`src/common/eeprom_settings.svh`:
```
`ifndef EEPROM_SETTINGS_SVH
`define EEPROM_SETTINGS_SVH

// CLK cycles per quarter of an SCL period
`define EEPROM_SCL_QUARTER 2

// 24C16 device type code, upper nibble of the control byte
`define EEPROM_DEVICE_CODE 4'b1010

// 2048 bytes
`define EEPROM_ADDR_W 11

`endif

```
`src/common/eeprom_pkg.sv`:
```
package eeprom_pkg;

    // single bus commands, BIT_START doubles as repeated start
    typedef enum logic [1:0] {
        BIT_START = 2'd0,
        BIT_STOP  = 2'd1,
        BIT_WRITE = 2'd2,
        BIT_READ  = 2'd3
    } bit_cmd_e;

    // byte level operations
    typedef enum logic [1:0] {
        OP_START = 2'd0,
        OP_STOP  = 2'd1,
        OP_SEND  = 2'd2,   // 8 bits out, ack in
        OP_RECV  = 2'd3    // 8 bits in, ack out
    } byte_op_e;

    // controller transaction steps
    typedef enum logic [3:0] {
        IDLE    = 4'd0,
        START   = 4'd1,
        CTRL_W  = 4'd2,
        ADDR    = 4'd3,
        DATA_W  = 4'd4,
        RESTART = 4'd5,
        CTRL_R  = 4'd6,
        DATA_R  = 4'd7,
        STOP    = 4'd8,
        RESPOND = 4'd9
    } ctrl_state_e;

endpackage

```
`src/common/byte_op_if.sv`:
```
`timescale 1ns/1ns

interface byte_op_if import eeprom_pkg::*; ();

    logic       valid;
    byte_op_e   op;
    logic [7:0] tx_byte;
    logic       send_nack;  // ack level sent after OP_RECV
    logic       ready;
    logic       done;
    logic [7:0] rx_byte;
    logic       rx_nack;    // ack level seen after OP_SEND

    modport master (
        output valid, op, tx_byte, send_nack,
        input  ready, done, rx_byte, rx_nack
    );

    modport slave (
        input  valid, op, tx_byte, send_nack,
        output ready, done, rx_byte, rx_nack
    );

endinterface

```
`src/common/i2c_bit_if.sv`:
```
`timescale 1ns/1ns

interface i2c_bit_if import eeprom_pkg::*; ();

    logic     valid;
    bit_cmd_e cmd;
    logic     tx_bit;
    logic     ready;
    logic     done;    // one cycle pulse
    logic     rx_bit;  // good with done on BIT_READ

    modport master (
        output valid, cmd, tx_bit,
        input  ready, done, rx_bit
    );

    modport slave (
        input  valid, cmd, tx_bit,
        output ready, done, rx_bit
    );

endinterface

```
`src/eeprom_ctrl/eeprom_ctrl.sv`:
```
`timescale 1ns/1ns
`include "eeprom_settings.svh"

module eeprom_ctrl import eeprom_pkg::*; (
    input  logic                      CLK,
    input  logic                      RESET,
    input  logic                      req_valid,
    output logic                      req_ready,
    input  logic                      req_write,
    input  logic [`EEPROM_ADDR_W-1:0] req_addr,
    input  logic [7:0]                req_data,
    output logic                      rsp_valid,
    input  logic                      rsp_ready,
    output logic [7:0]                rsp_data,
    output logic                      rsp_nack,
    byte_op_if.master                 op_bus
);

    ctrl_state_e               state;
    ctrl_state_e               next_state;
    logic                      pending;   // op accepted, waiting for done
    logic                      nack_r;
    logic                      ack_fail;
    logic                      write_r;
    logic [`EEPROM_ADDR_W-1:0] addr_r;
    logic [7:0]                data_r;
    logic [7:0]                rsp_data_r;

    assign req_ready = (state == IDLE);
    assign rsp_valid = (state == RESPOND);
    assign rsp_data  = rsp_data_r;
    assign rsp_nack  = nack_r;

    assign op_bus.valid = (state != IDLE) && (state != RESPOND) && !pending;

    // byte operation for the current step
    always_comb begin
        op_bus.op        = OP_SEND;
        op_bus.tx_byte   = 8'h00;
        op_bus.send_nack = 1'b0;
        case (state)
            START, RESTART: op_bus.op = OP_START;
            STOP:           op_bus.op = OP_STOP;
            CTRL_W: op_bus.tx_byte = {`EEPROM_DEVICE_CODE, addr_r[`EEPROM_ADDR_W-1:8], 1'b0};
            ADDR:   op_bus.tx_byte = addr_r[7:0];
            DATA_W: op_bus.tx_byte = data_r;
            CTRL_R: op_bus.tx_byte = {`EEPROM_DEVICE_CODE, addr_r[`EEPROM_ADDR_W-1:8], 1'b1};
            DATA_R: begin
                op_bus.op        = OP_RECV;
                op_bus.send_nack = 1'b1;  // single byte read ends with nack
            end
            default: ;
        endcase
    end

    assign ack_fail = op_bus.rx_nack && (op_bus.op == OP_SEND);

    always_comb begin
        next_state = state;
        case (state)
            START:   next_state = CTRL_W;
            CTRL_W:  next_state = ack_fail ? STOP : ADDR;
            ADDR: begin
                if (ack_fail)
                    next_state = STOP;
                else
                    next_state = write_r ? DATA_W : RESTART;
            end
            DATA_W:  next_state = STOP;
            RESTART: next_state = CTRL_R;
            CTRL_R:  next_state = ack_fail ? STOP : DATA_R;
            DATA_R:  next_state = STOP;
            STOP:    next_state = RESPOND;
            default: ;
        endcase
    end

    always_ff @(posedge CLK) begin
        if (RESET) begin
            state   <= IDLE;
            pending <= 1'b0;
            nack_r  <= 1'b0;
        end else begin
            case (state)
                IDLE: begin
                    if (req_valid) begin
                        state  <= START;
                        nack_r <= 1'b0;
                    end
                end
                RESPOND: begin
                    if (rsp_ready)
                        state <= IDLE;
                end
                default: begin
                    if (op_bus.valid && op_bus.ready)
                        pending <= 1'b1;
                    if (op_bus.done) begin
                        pending <= 1'b0;
                        state   <= next_state;
                        if (ack_fail)
                            nack_r <= 1'b1;
                    end
                end
            endcase
        end
    end

    // request latch and read result
    always_ff @(posedge CLK) begin
        if (state == IDLE && req_valid) begin
            write_r    <= req_write;
            addr_r     <= req_addr;
            data_r     <= req_data;
            rsp_data_r <= 8'h00;
        end else if (state == DATA_R && op_bus.done) begin
            rsp_data_r <= op_bus.rx_byte;
        end
    end

endmodule

```
`src/logic/byte_shifter.sv`:
```
`timescale 1ns/1ns

module byte_shifter import eeprom_pkg::*; (
    input  logic      CLK,
    input  logic      RESET,
    byte_op_if.slave  op_bus,
    i2c_bit_if.master bit_bus
);

    byte_op_e   cur_op;
    logic       busy;
    logic       bit_valid;
    logic [3:0] bit_cnt;
    logic [7:0] shift_reg;
    logic       ack_bit;
    logic       nack_r;
    logic       done_r;
    logic       data_phase;
    logic       last_bit;

    assign data_phase = (bit_cnt < 4'd8);  // ninth bit is the ack
    assign last_bit   = (cur_op == OP_START) || (cur_op == OP_STOP) || !data_phase;

    assign op_bus.ready   = !busy;
    assign op_bus.done    = done_r;
    assign op_bus.rx_byte = shift_reg;
    assign op_bus.rx_nack = nack_r;

    assign bit_bus.valid  = bit_valid;
    assign bit_bus.tx_bit = (cur_op == OP_SEND) ? shift_reg[7] : ack_bit;

    always_comb begin
        case (cur_op)
            OP_START: bit_bus.cmd = BIT_START;
            OP_STOP:  bit_bus.cmd = BIT_STOP;
            OP_SEND:  bit_bus.cmd = data_phase ? BIT_WRITE : BIT_READ;
            default:  bit_bus.cmd = data_phase ? BIT_READ : BIT_WRITE;
        endcase
    end

    always_ff @(posedge CLK) begin
        if (RESET) begin
            busy      <= 1'b0;
            bit_valid <= 1'b0;
            bit_cnt   <= 4'd0;
            done_r    <= 1'b0;
        end else begin
            done_r <= 1'b0;
            if (!busy && op_bus.valid) begin
                busy      <= 1'b1;
                bit_valid <= 1'b1;
                bit_cnt   <= 4'd0;
            end else if (bit_valid && bit_bus.ready) begin
                bit_valid <= 1'b0;
            end else if (bit_bus.done) begin
                if (last_bit) begin
                    busy   <= 1'b0;
                    done_r <= 1'b1;
                end else begin
                    bit_cnt   <= bit_cnt + 4'd1;
                    bit_valid <= 1'b1;
                end
            end
        end
    end

    always_ff @(posedge CLK) begin
        if (!busy && op_bus.valid) begin
            cur_op    <= op_bus.op;
            shift_reg <= op_bus.tx_byte;
            ack_bit   <= op_bus.send_nack;
        end else if (bit_bus.done && data_phase) begin
            shift_reg <= {shift_reg[6:0], bit_bus.rx_bit};  // msb first
        end else if (bit_bus.done && cur_op == OP_SEND) begin
            nack_r <= bit_bus.rx_bit;
        end
    end

endmodule

```
`src/logic/eeprom_top.sv`:
```
`timescale 1ns/1ns
`include "eeprom_settings.svh"

module eeprom_top (
    input  logic                      CLK,
    input  logic                      RESET,
    input  logic                      req_valid,
    output logic                      req_ready,
    input  logic                      req_write,
    input  logic [`EEPROM_ADDR_W-1:0] req_addr,
    input  logic [7:0]                req_data,
    output logic                      rsp_valid,
    input  logic                      rsp_ready,
    output logic [7:0]                rsp_data,
    output logic                      rsp_nack,
    output logic                      scl,
    output logic                      sda_low,  // high pulls SDA to 0
    input  logic                      sda_in
);

    byte_op_if op_bus ();
    i2c_bit_if bit_bus ();

    eeprom_ctrl eeprom_ctrl_inst (
        .CLK       (CLK),
        .RESET     (RESET),
        .req_valid (req_valid),
        .req_ready (req_ready),
        .req_write (req_write),
        .req_addr  (req_addr),
        .req_data  (req_data),
        .rsp_valid (rsp_valid),
        .rsp_ready (rsp_ready),
        .rsp_data  (rsp_data),
        .rsp_nack  (rsp_nack),
        .op_bus    (op_bus.master)
    );

    byte_shifter byte_shifter_inst (
        .CLK     (CLK),
        .RESET   (RESET),
        .op_bus  (op_bus.slave),
        .bit_bus (bit_bus.master)
    );

    i2c_bit_engine i2c_bit_engine_inst (
        .CLK     (CLK),
        .RESET   (RESET),
        .bit_bus (bit_bus.slave),
        .scl     (scl),
        .sda_low (sda_low),
        .sda_in  (sda_in)
    );

endmodule

```
`src/logic/i2c_bit_engine.sv`:
```
`timescale 1ns/1ns
`include "eeprom_settings.svh"

module i2c_bit_engine import eeprom_pkg::*; (
    input  logic     CLK,
    input  logic     RESET,
    i2c_bit_if.slave bit_bus,
    output logic     scl,
    output logic     sda_low,
    input  logic     sda_in
);

    localparam int QUARTER = `EEPROM_SCL_QUARTER;
    localparam int QW = (QUARTER > 1) ? $clog2(QUARTER) : 1;

    bit_cmd_e      cur_cmd;
    logic          cur_bit;
    logic          busy;
    logic [1:0]    phase;
    logic [QW-1:0] q_cnt;
    logic          q_last;
    logic          rx_r;

    // scl per quarter
    function automatic logic scl_level(bit_cmd_e cmd, logic [1:0] ph);
        logic lvl;
        if (cmd == BIT_STOP)
            lvl = (ph != 2'd0);  // stays high, bus idle
        else
            lvl = (ph == 2'd1) || (ph == 2'd2);
        return lvl;
    endfunction

    // pull-down on sda per quarter
    function automatic logic sda_level(bit_cmd_e cmd, logic [1:0] ph, logic b);
        logic lvl;
        case (cmd)
            BIT_START: lvl = (ph >= 2'd2);  // falls while scl high
            BIT_STOP:  lvl = (ph < 2'd2);   // rises while scl high
            BIT_WRITE: lvl = !b;
            default:   lvl = 1'b0;
        endcase
        return lvl;
    endfunction

    assign q_last = (q_cnt == QW'(QUARTER - 1));

    assign bit_bus.ready  = !busy;
    assign bit_bus.done   = busy && q_last && (phase == 2'd3);
    assign bit_bus.rx_bit = rx_r;

    always_ff @(posedge CLK) begin
        if (RESET) begin
            busy    <= 1'b0;
            phase   <= 2'd0;
            q_cnt   <= '0;
            scl     <= 1'b1;
            sda_low <= 1'b0;
        end else if (!busy) begin
            if (bit_bus.valid) begin
                busy    <= 1'b1;
                phase   <= 2'd0;
                q_cnt   <= '0;
                scl     <= scl_level(bit_bus.cmd, 2'd0);
                sda_low <= sda_level(bit_bus.cmd, 2'd0, bit_bus.tx_bit);
            end
        end else if (q_last) begin
            q_cnt <= '0;
            if (phase == 2'd3) begin
                busy <= 1'b0;  // levels hold until next command
            end else begin
                phase   <= phase + 2'd1;
                scl     <= scl_level(cur_cmd, phase + 2'd1);
                sda_low <= sda_level(cur_cmd, phase + 2'd1, cur_bit);
            end
        end else begin
            q_cnt <= q_cnt + QW'(1);
        end
    end

    always_ff @(posedge CLK) begin
        if (!busy && bit_bus.valid) begin
            cur_cmd <= bit_bus.cmd;
            cur_bit <= bit_bus.tx_bit;
        end
        // middle of the scl high time
        if (busy && q_last && phase == 2'd1 && cur_cmd == BIT_READ)
            rx_r <= sda_in;
    end

endmodule

```
`config.mk`:
```
export PLATFORM = sky130hd
export DESIGN_NAME = eeprom_top
export DESIGN_NICKNAME = d
export VERILOG_FILES = /design/src/common/eeprom_pkg.sv /design/src/common/byte_op_if.sv /design/src/common/i2c_bit_if.sv /design/src/eeprom_ctrl/eeprom_ctrl.sv /design/src/logic/byte_shifter.sv /design/src/logic/eeprom_top.sv /design/src/logic/i2c_bit_engine.sv
export VERILOG_INCLUDE_DIRS = /design/src /design/src/common
export SDC_FILE = /design/constraint.sdc
export NUM_CORES = 1
export LEC_CHECK = 0
export CELL_PAD_IN_SITES_DETAIL_PLACEMENT = 1
export CELL_PAD_IN_SITES_GLOBAL_PLACEMENT = 1
export CORE_MARGIN = 2
export CORE_UTILIZATION = 35
export CTS_CLUSTER_SIZE = 25
export DETAILED_ROUTE_END_ITERATION = 8
export DONT_BUFFER_PORTS = 1
export PLACE_DENSITY = 0.57
export SLEW_MARGIN = 10
export SYNTH_ARGS = -nofsm -noshare
export SYNTH_HDL_FRONTEND = slang
export SYNTH_SLANG_ARGS = --single-unit
```
`constraint.sdc`:
```
create_clock -name CLK -period 1.7 [get_ports CLK]
set_input_delay 0.34 -clock CLK [delete_from_list [all_inputs] [get_ports CLK]]
set_output_delay 0.34 -clock CLK [all_outputs]
set_load 0.1 [all_outputs]
```
### After elaboration in Yosys (flattened, before gate mapping)

Cells that the tools add are included.

* flip-flop bits (word level): 63
* input bits: 25
* output and inout bits: 13
* logic and storage cells: 168

* add/subtract/negate cells: 3
* magnitude comparators: 3
* equality and inequality tests: 28
* mux-type cells: 54
* bitwise logic cells: 7
* reduce and logical (&&, ||, !) cells: 50

Operators with widths (count)
* $mux 1: 34
* $pmux 8 s4: 1
* $pmux 4 s7: 1
* $mux 4: 6
* $eq 4x3->1 const B: 4
* $mux 8: 2
* $reduce_bool 2->1: 8
* $eq 2x2->1 const B: 7
* $logic_and 1x1->1: 13
* $pmux 2 s3: 2
* $reduce_and 3->1: 4
* $eq 2x1->1 const B: 5
* $reduce_bool 9->1: 1
* $eq 4x2->1 const B: 2
* $eq 4x4->1 const B: 2
* $mux 2: 4
* $pmux 4 s2: 1
* $reduce_and 4->1: 2
* $reduce_or 2->1: 4
* $not 1->1: 7
* $logic_not 1->1: 6
* $ne 2x2->1 const B: 3
* $reduce_bool 3->1: 2
* $add 4x1->4 const B: 1
* 17 further kinds: 23

### Depth between registers and ports, before layout

Gate-level depths: netlist of run 1.

* depth in word-level cells: 9
* depth in mapped cells: 7
* depth with buffers taken out: 6

### Cells and area by module

From an unflattened synthesis of run 1, not the netlist that was laid out.

* cell total of the unflattened synthesis: 276
* area total of the unflattened synthesis: 2961.6 um^2

By module, submodules not included
* eeprom_ctrl: instances 1, cells each 143, area an instance 1575.3 um^2, seq. area each 880.8 um^2
* byte_shifter: instances 1, cells each 81, area an instance 857.1 um^2, seq. area each 500.5 um^2
* i2c_bit_engine: instances 1, cells each 52, area an instance 529.3 um^2, seq. area each 240.2 um^2

### Worst setup path before layout of run 1

No wires, ideal clock.

* path kind: register -> register
* start point: register eeprom_ctrl_inst.state[2]
* end point: register eeprom_ctrl_inst.state[2]
* library setup time: 0.123 ns
* data arrival time: 2.421 ns
* required time: 1.577 ns
* slack: -0.844 ns
* stages on the path, launching flop included: 7
* path buffers: 2
* period minus slack after synthesis: 2.544 ns
* cell sequence: dfxtp_1 > buf_6 > or2_1 > buf_2 > nor2_1 > a2bb2oi_2 > mux2i_1

* elaborated cells between the ends (all ways): 25
* those cells by class: eq/ne: 12; mux: 6; reduce/logical: 7

RTL lines
* from (decl): RTL line eeprom_ctrl.sv:19 `ctrl_state_e state;`
* from (signal assigned): RTL line eeprom_ctrl.sv:100 `state <= next_state;`
* $logic_not 4->1 *
* named net req_ready: RTL line eeprom_top.sv:8 `output logic req_ready,`
* $reduce_bool 9->1 (no source line) (tied with other cells)
* $reduce_and 4->1 (no source line)

Mark *: on every way through the listed nets, which the timed path passes. The rest lies on a longest branch. The select of a mux whose other input is x is not followed.
A chain may end at the register's enable or synchronous reset.

### Final worst setup path of run 1

* start point: register eeprom_ctrl_inst.state[2]
* end point: output port req_ready

* word-level cells in the longest chain between the ends: 1

RTL lines
* $logic_not 4->1: RTL line eeprom_ctrl.sv:29 `assign req_ready = (state == IDLE);`
* to (decl): RTL line eeprom_top.sv:8

No other way between the ends.

==> results of run 1 <==
## area by class of cell
cell class                 instances  area, um2
fill                             863       4330
sequential                        63       1630
multi-input combinational        176       1160
timing repair buffer              37        332
tap                              102        128
clock buffer                       9        124
clock inverter                     7       71.3
inverter                           7       26.3
## worst paths after layout
| kind | from | endpoint | slack [ps] | depth (start not counted) |
|---|---|---|---|---|
| worst min register to register | i2c_bit_engine_inst.sda_low | i2c_bit_engine_inst.sda_low | 460 | 2 |
| worst max register to register | eeprom_ctrl_inst.state[2] | eeprom_ctrl_inst.addr_r[1] | 90 | 4 |
| worst max-delay path | eeprom_ctrl_inst.state[2] | req_ready | -6 | 4 |
| worst min-delay path | RESET | eeprom_ctrl_inst.state[0] | 50 | 1 |
## what timing repair did
action	in CTS	in global routing
setup buffers	4	3
resized for setup	10	5
pin swaps	2	0
setup endpoints to repair	10	6
## worst reg2reg max path, stage by stage, from the launching register on
cell and delay, ps:
dfxtp_2 340, or2_4 250, buf_4 160, nor3_2 320, buf_12 240
## layout by cell type, fill, tap and decap left out, types with 4 or more instances in the layout
cell      count
nor3_1        5
inv_1         7
nand3_1       5
clkbuf_8      9
edfxtp_1     36
a21oi_1      15
a22oi_1       7
buf_12        4
dfxtp_1      23
nor2b_1       8
buf_4        32
ha_1          4
xnor2_1       4
o21ai_0      18
nor2_1       29
mux2i_1      12
nand2b_1      8
nand2_1      15
nor3b_1       4
## Yosys cell counts, types with 6 or more instances
master | number | share of area
nor2b_1 | 8 | 0.018
nand2b_1 | 8 | 0.018
nor3_1 | 6 | 0.011
a21oi_1 | 15 | 0.026
mux2i_1 | 12 | 0.042
dfxtp_1 | 27 | 0.19
o21ai_0 | 19 | 0.033
nand2_1 | 15 | 0.020
a22oi_1 | 7 | 0.019
inv_1 | 7 | 0.0093
buf_2 | 8 | 0.014
nor2_1 | 31 | 0.041
edfxtp_1 | 36 | 0.38
## state kept, by name, indices dropped and copies added, names as in the netlist, 2 cells and up
register	flops
eeprom_ctrl_inst.addr_r	11
byte_shifter_inst.op_bus.rx_byte	8
eeprom_ctrl_inst.data_r	8
eeprom_ctrl_inst.rsp_data	8
byte_shifter_inst.bit_cnt	4
eeprom_ctrl_inst.state	4
byte_shifter_inst.cur_op	2
i2c_bit_engine_inst.cur_cmd	2
i2c_bit_engine_inst.phase	2
## logic make-up after synthesis
group,Yosys count,synth area share
AND/OR/NAND/NOR,95,0.177
flip-flops,63,0.571
AO/OA/AOI/OAI,58,0.134
buffers and inverters,21,0.0366
multiplexers,12,0.0423
XOR/XNOR,7,0.0216
adder cells (fa/ha/maj),4,0.0176
## stage by stage
stage | setup slack, ps | hold WS [ps] | std cells | setup TNS, ps | util
2_1_floorplan | 2.74 | 426 | 260 | 0 | -
3_3_place_gp | -6.86 | 414 | 378 | -39.1 | 0.407
3_5_place_dp | 11.8 | 417 | 378 | 0 | 0.407
4_1_cts | -22.3 | 35.0 | 398 | -39.6 | 0.439
5_1_grt | -40.5 | 33.7 | 401 | -74.4 | 0.445
6_report | -6.26 | 50.3 | 401 | -6.26 | 0.445
## power groups by stage
stage          clock network (mW)  registers, mW  logic, mW
2_1_floorplan                   0           2.43       1.32
6_report                     1.30           2.40       2.19
3_3_place_gp                    0           2.45       1.99
3_5_place_dp                    0           2.46       2.00
5_1_grt                      1.41           2.45       2.41
4_1_cts                      1.34           2.42       2.11
## metal layers
layer	vias up	global-route usage
met3	15	0.0441
li1	1004	-
met1	949	0.198
met5	-	0
met4	0	0.0713
met2	34	0.254
==> results.cfg, run 1 <==
[route]
wl_met1_mm = 3.04
dr.max_layer_used = met4
via_per_inst = 4.99
wl_met2_mm = 3.04
wl_met3_um = 224
drc = 0
wl_mm = 6.44
drt.antenna.violating_nets = 0
drtIter0Drc = 60
firstDrtPassIters = 4
routedWlPerCell_um = 16.0
via_count = 2002

[worst_setup_path]
end_kind = output pin
crit_arrival_ps = 1370
startpoint_type = flip-flop
path_max_fanout = 3
crit_required_ps = 1360
max_stage_delay_ps = 340
path_cells = or2_4 > buf_6 > nor2_4 > buf_12
crit_family = simple AND/OR/NAND/NOR gates
crit_buf_inv = 2
slowest_stage = dfxtp_2
path_class = reg -> out

[pwr]
powerDensity_mw_per_mm2 = 1700
p_leak_nw = 1.35
power_frac_comb = 0.372
internal_power_mw = 3.74
p_sw_frac = 0.365
ir_drop_v = 0.00122
p_seq_frac = 0.407
p_clk_frac = 0.221
p_total_mw = 5.89
p_sw_mw = 2.15

[run_status]
failed_checks = setup timing
status = complete, but fails checks

[clock_network]
clk_pin_slew_ps = 80
root_buffer = clkbuf_8
clk_latency_ps = 340
cts_max_level = 3
cts_tree = yes
clockBufferDepth = 2
cts_hold_buf = 0
clock-sinks = 63
cts_buffers = 9

[floorplan]
placeableCoreArea_mm2 = 0.00781
die_x_um = 94.1
die-area_mm2 = 0.00885
rows = 32
num_io_pins = 38
start_util = 0.364
die_y_um = 94.1

[hold_path]
hold_path_class = in -> reg

[timing]
post-route-min-period_ps = 1710
setup_viol_count_final = 1
clock.fmax_ghz = 0.586
grt_setup_unrepaired = true
maxSlewHeadroom = 0.727
finalCritPeriodShare = 1.00
final_hold_viol_count = 0
fin_ws_ps = -6.26
slew_viol_final = 0
skew_ps = 6.67
tightest_slew_ps = 409

[global_route]
grt_pass1_wl_mm = 10.5
grt_usage = 0.158
grt_max_degree = 29
overflow = 0
grt_pass1_vias = 2109
antenna_found_initial = 0

[yosys]
synth_nets = 289
synth-async-reset-ratio = 0
synth_warnings = 0
netlist-cell-type-count = 43
ys_ff_latch = 63
synth_seq_area_share = 0.571
synth_edf_count = 36
syn-cell-area_mm2 = 0.00284
synthCells = 260
synth.avg_cell_area_um2 = 10.9
synth_ff_type = edfxtp_1

[run]
maxCapViolCount = 0

[placement]
port_buffers = 0
dp_hpwl_mm = 4.59
place_area_mm2 = 0.00318
routabilityCongestion = 0.750

[cells_and_area]
finalNetCount = 323
drive_above_1_share = 0.247
syn2layout_area_growth_pct = 22.3
stdcell_area_mm2 = 0.00347
antenna_cells = 0
Power figures use the tool's default switching activity.
==> run 2, diff against run 1 <==
--- a/config.mk
+++ b/config.mk
@@ -13,7 +13,7 @@
 export CTS_CLUSTER_SIZE = 25
 export DETAILED_ROUTE_END_ITERATION = 8
 export DONT_BUFFER_PORTS = 1
-export PLACE_DENSITY = 0.57
+export PLACE_DENSITY = 0.55
 export SLEW_MARGIN = 10
 export SYNTH_ARGS = -nofsm -noshare
 export SYNTH_HDL_FRONTEND = slang
==> constraint.sdc (replaced) <==
create_clock -name CLK -period 1.8 [get_ports CLK]
set_input_delay 0.36 -clock CLK [delete_from_list [all_inputs] [get_ports CLK]]
set_output_delay 0.36 -clock CLK [all_outputs]
set_load 0.1 [all_outputs]
==> results.cfg, run 2 (synthesis gave the netlist of run 1 again) <==
[run_status]
status = completed

[placement]
place_worst_setup_slack_ps = 55.0
port_buffers = 0
dp_hpwl_mm = 4.55
routabilityCongestion = 0.720

[clock_network]
root_buffer = clkbuf_8
clock-sinks = 63
cts_buffers = 9
cts_hold_buf = 0
clk_latency_ps = 350
clockBufferDepth = 2
cts_max_level = 3
clk_pin_slew_ps = 60
cts_tree = yes

[pwr]
p_sw_frac = 0.360
p_sw_mw = 1.92
p_seq_frac = 0.427
p_leak_nw = 1.30
p_clk_frac = 0.228
power_frac_comb = 0.346
powerDensity_mw_per_mm2 = 1590
internal_power_mw = 3.42
ir_drop_v = 0.00108

[worst_setup_path]
max_stage_delay_ps = 310
path_cells = buf_4 > nor2_4 > and3_2 > buf_12
crit_buf_inv = 2
slowest_stage = dfxtp_1
path_max_fanout = 15
path_class = reg -> out
end_kind = output pin
crit_arrival_ps = 1370
startpoint_type = flip-flop
crit_required_ps = 1440
crit_family = buffers and inverters

[route]
wl_mm = 6.32
firstDrtPassIters = 4
via_count = 1961
routedWlPerCell_um = 16.1
via_per_inst = 4.99
drtIter0Drc = 60
drt.antenna.violating_nets = 0
drc = 0

[timing]
grt_setup_unrepaired = false
post-route-min-period_ps = 1730
skew_ps = 7.36
maxSlewHeadroom = 0.724
tightest_slew_ps = 413
clock.fmax_ghz = 0.577
setup_viol_count_final = 0
final_hold_viol_count = 0
finalCritPeriodShare = 0.963
finalHoldWorstSlack_ps = 73.3
slew_viol_final = 0
fin_ws_ps = 67.3

[cells_and_area]
antenna_cells = 0
regMostFlops = eeprom_ctrl_inst.addr_r
syn2layout_area_growth_pct = 18.7
n_fill_cell = 866
layout_common_cells = edfxtp_1 (36), nor2_1 (29), buf_4 (26)
final_common_cell = edfxtp_1
largest_reg_flops = 11
finalNetCount = 315
drive_above_1_share = 0.210

[floorplan]
start_util = 0.364
die-area_mm2 = 0.00885
die_y_um = 94.1
die_x_um = 94.1
placeableCoreArea_mm2 = 0.00781
rows = 32
num_io_pins = 38

[global_route]
grt_pass1_wl_mm = 10.5
overflow = 0
grt_usage = 0.160
antenna_found_initial = 0
grt_max_degree = 19
grt_pass1_vias = 2077

[run]
maxCapViolCount = 0

[hold_path]
hold_path_class = in -> reg
## run 2: power by group through the flow
stage                     combinational, mW  clock (mW)  sequential, mW
after floorplan                        1.24           0            2.30
after global placement                 1.76           0            2.30
after detailed placement               1.78           0            2.31
after CTS                              1.81        1.25            2.28
after global routing                   2.01        1.32            2.34
final                                  1.85        1.22            2.28
## run 2: stage by stage
step	cells	cell area (um2)	utilization	TNS [ps]	power, mW
floorplan	260	2850	-	0	3.54
global placement	374	3120	0.400	0	4.06
detailed placement	374	3120	0.400	0	4.09
CTS	390	3320	0.426	-0.156	5.34
global route	393	3370	0.432	0	5.67
finish	393	3370	0.432	0	5.34
## run 2: what timing repair did
| action | CTS | global route |
|---|---|---|
| gates resized for setup | 4 | 5 |
| buffers inserted | 0 | 4 |
| pin swaps | 1 | 2 |
| setup endpoints to repair | 2 | 11 |
## run 2: worst reg2reg max path: stages, from the launching register on
cell and delay [ps]:
dfxtp_1 320, or2_4 300, buf_4 160, o21ai_4 310, o21ai_0 150, buf_4 200
## run 2: cell type report
| type | count | area (um2) | area share |
|---|---|---|---|
| Sequential cell | 63 | 1620 | 0.482 |
| Multi-Input combinational cell | 176 | 1150 | 0.343 |
| Timing Repair Buffer | 29 | 246 | 0.0731 |
| Clock buffer | 12 | 145 | 0.0431 |
| Tap cell | 102 | 128 | 0.0379 |
| Clock inverter | 4 | 46.3 | 0.0137 |
| Inverter | 7 | 26.3 | 0.00780 |
## run 2: final timing paths
| path | start | to | slack [ps] | cells after the start |
|---|---|---|---|---|
| worst max-delay path | eeprom_ctrl_inst.state[1] | rsp_valid | 70 | 4 |
| worst min-delay path | RESET | eeprom_ctrl_inst.state[0] | 70 | 1 |
| worst max register to register | eeprom_ctrl_inst.state[2] | byte_shifter_inst.op_bus.rx_byte[7] | 140 | 5 |
| worst min register to register | i2c_bit_engine_inst.sda_low | i2c_bit_engine_inst.sda_low | 460 | 2 |
## run 2: routing by layer
metal,share of wire,track usage
met5,0,0
met4,0.018,0.0688
met3,0.032,0.0409
met2,0.48,0.249
met1,0.47,0.209
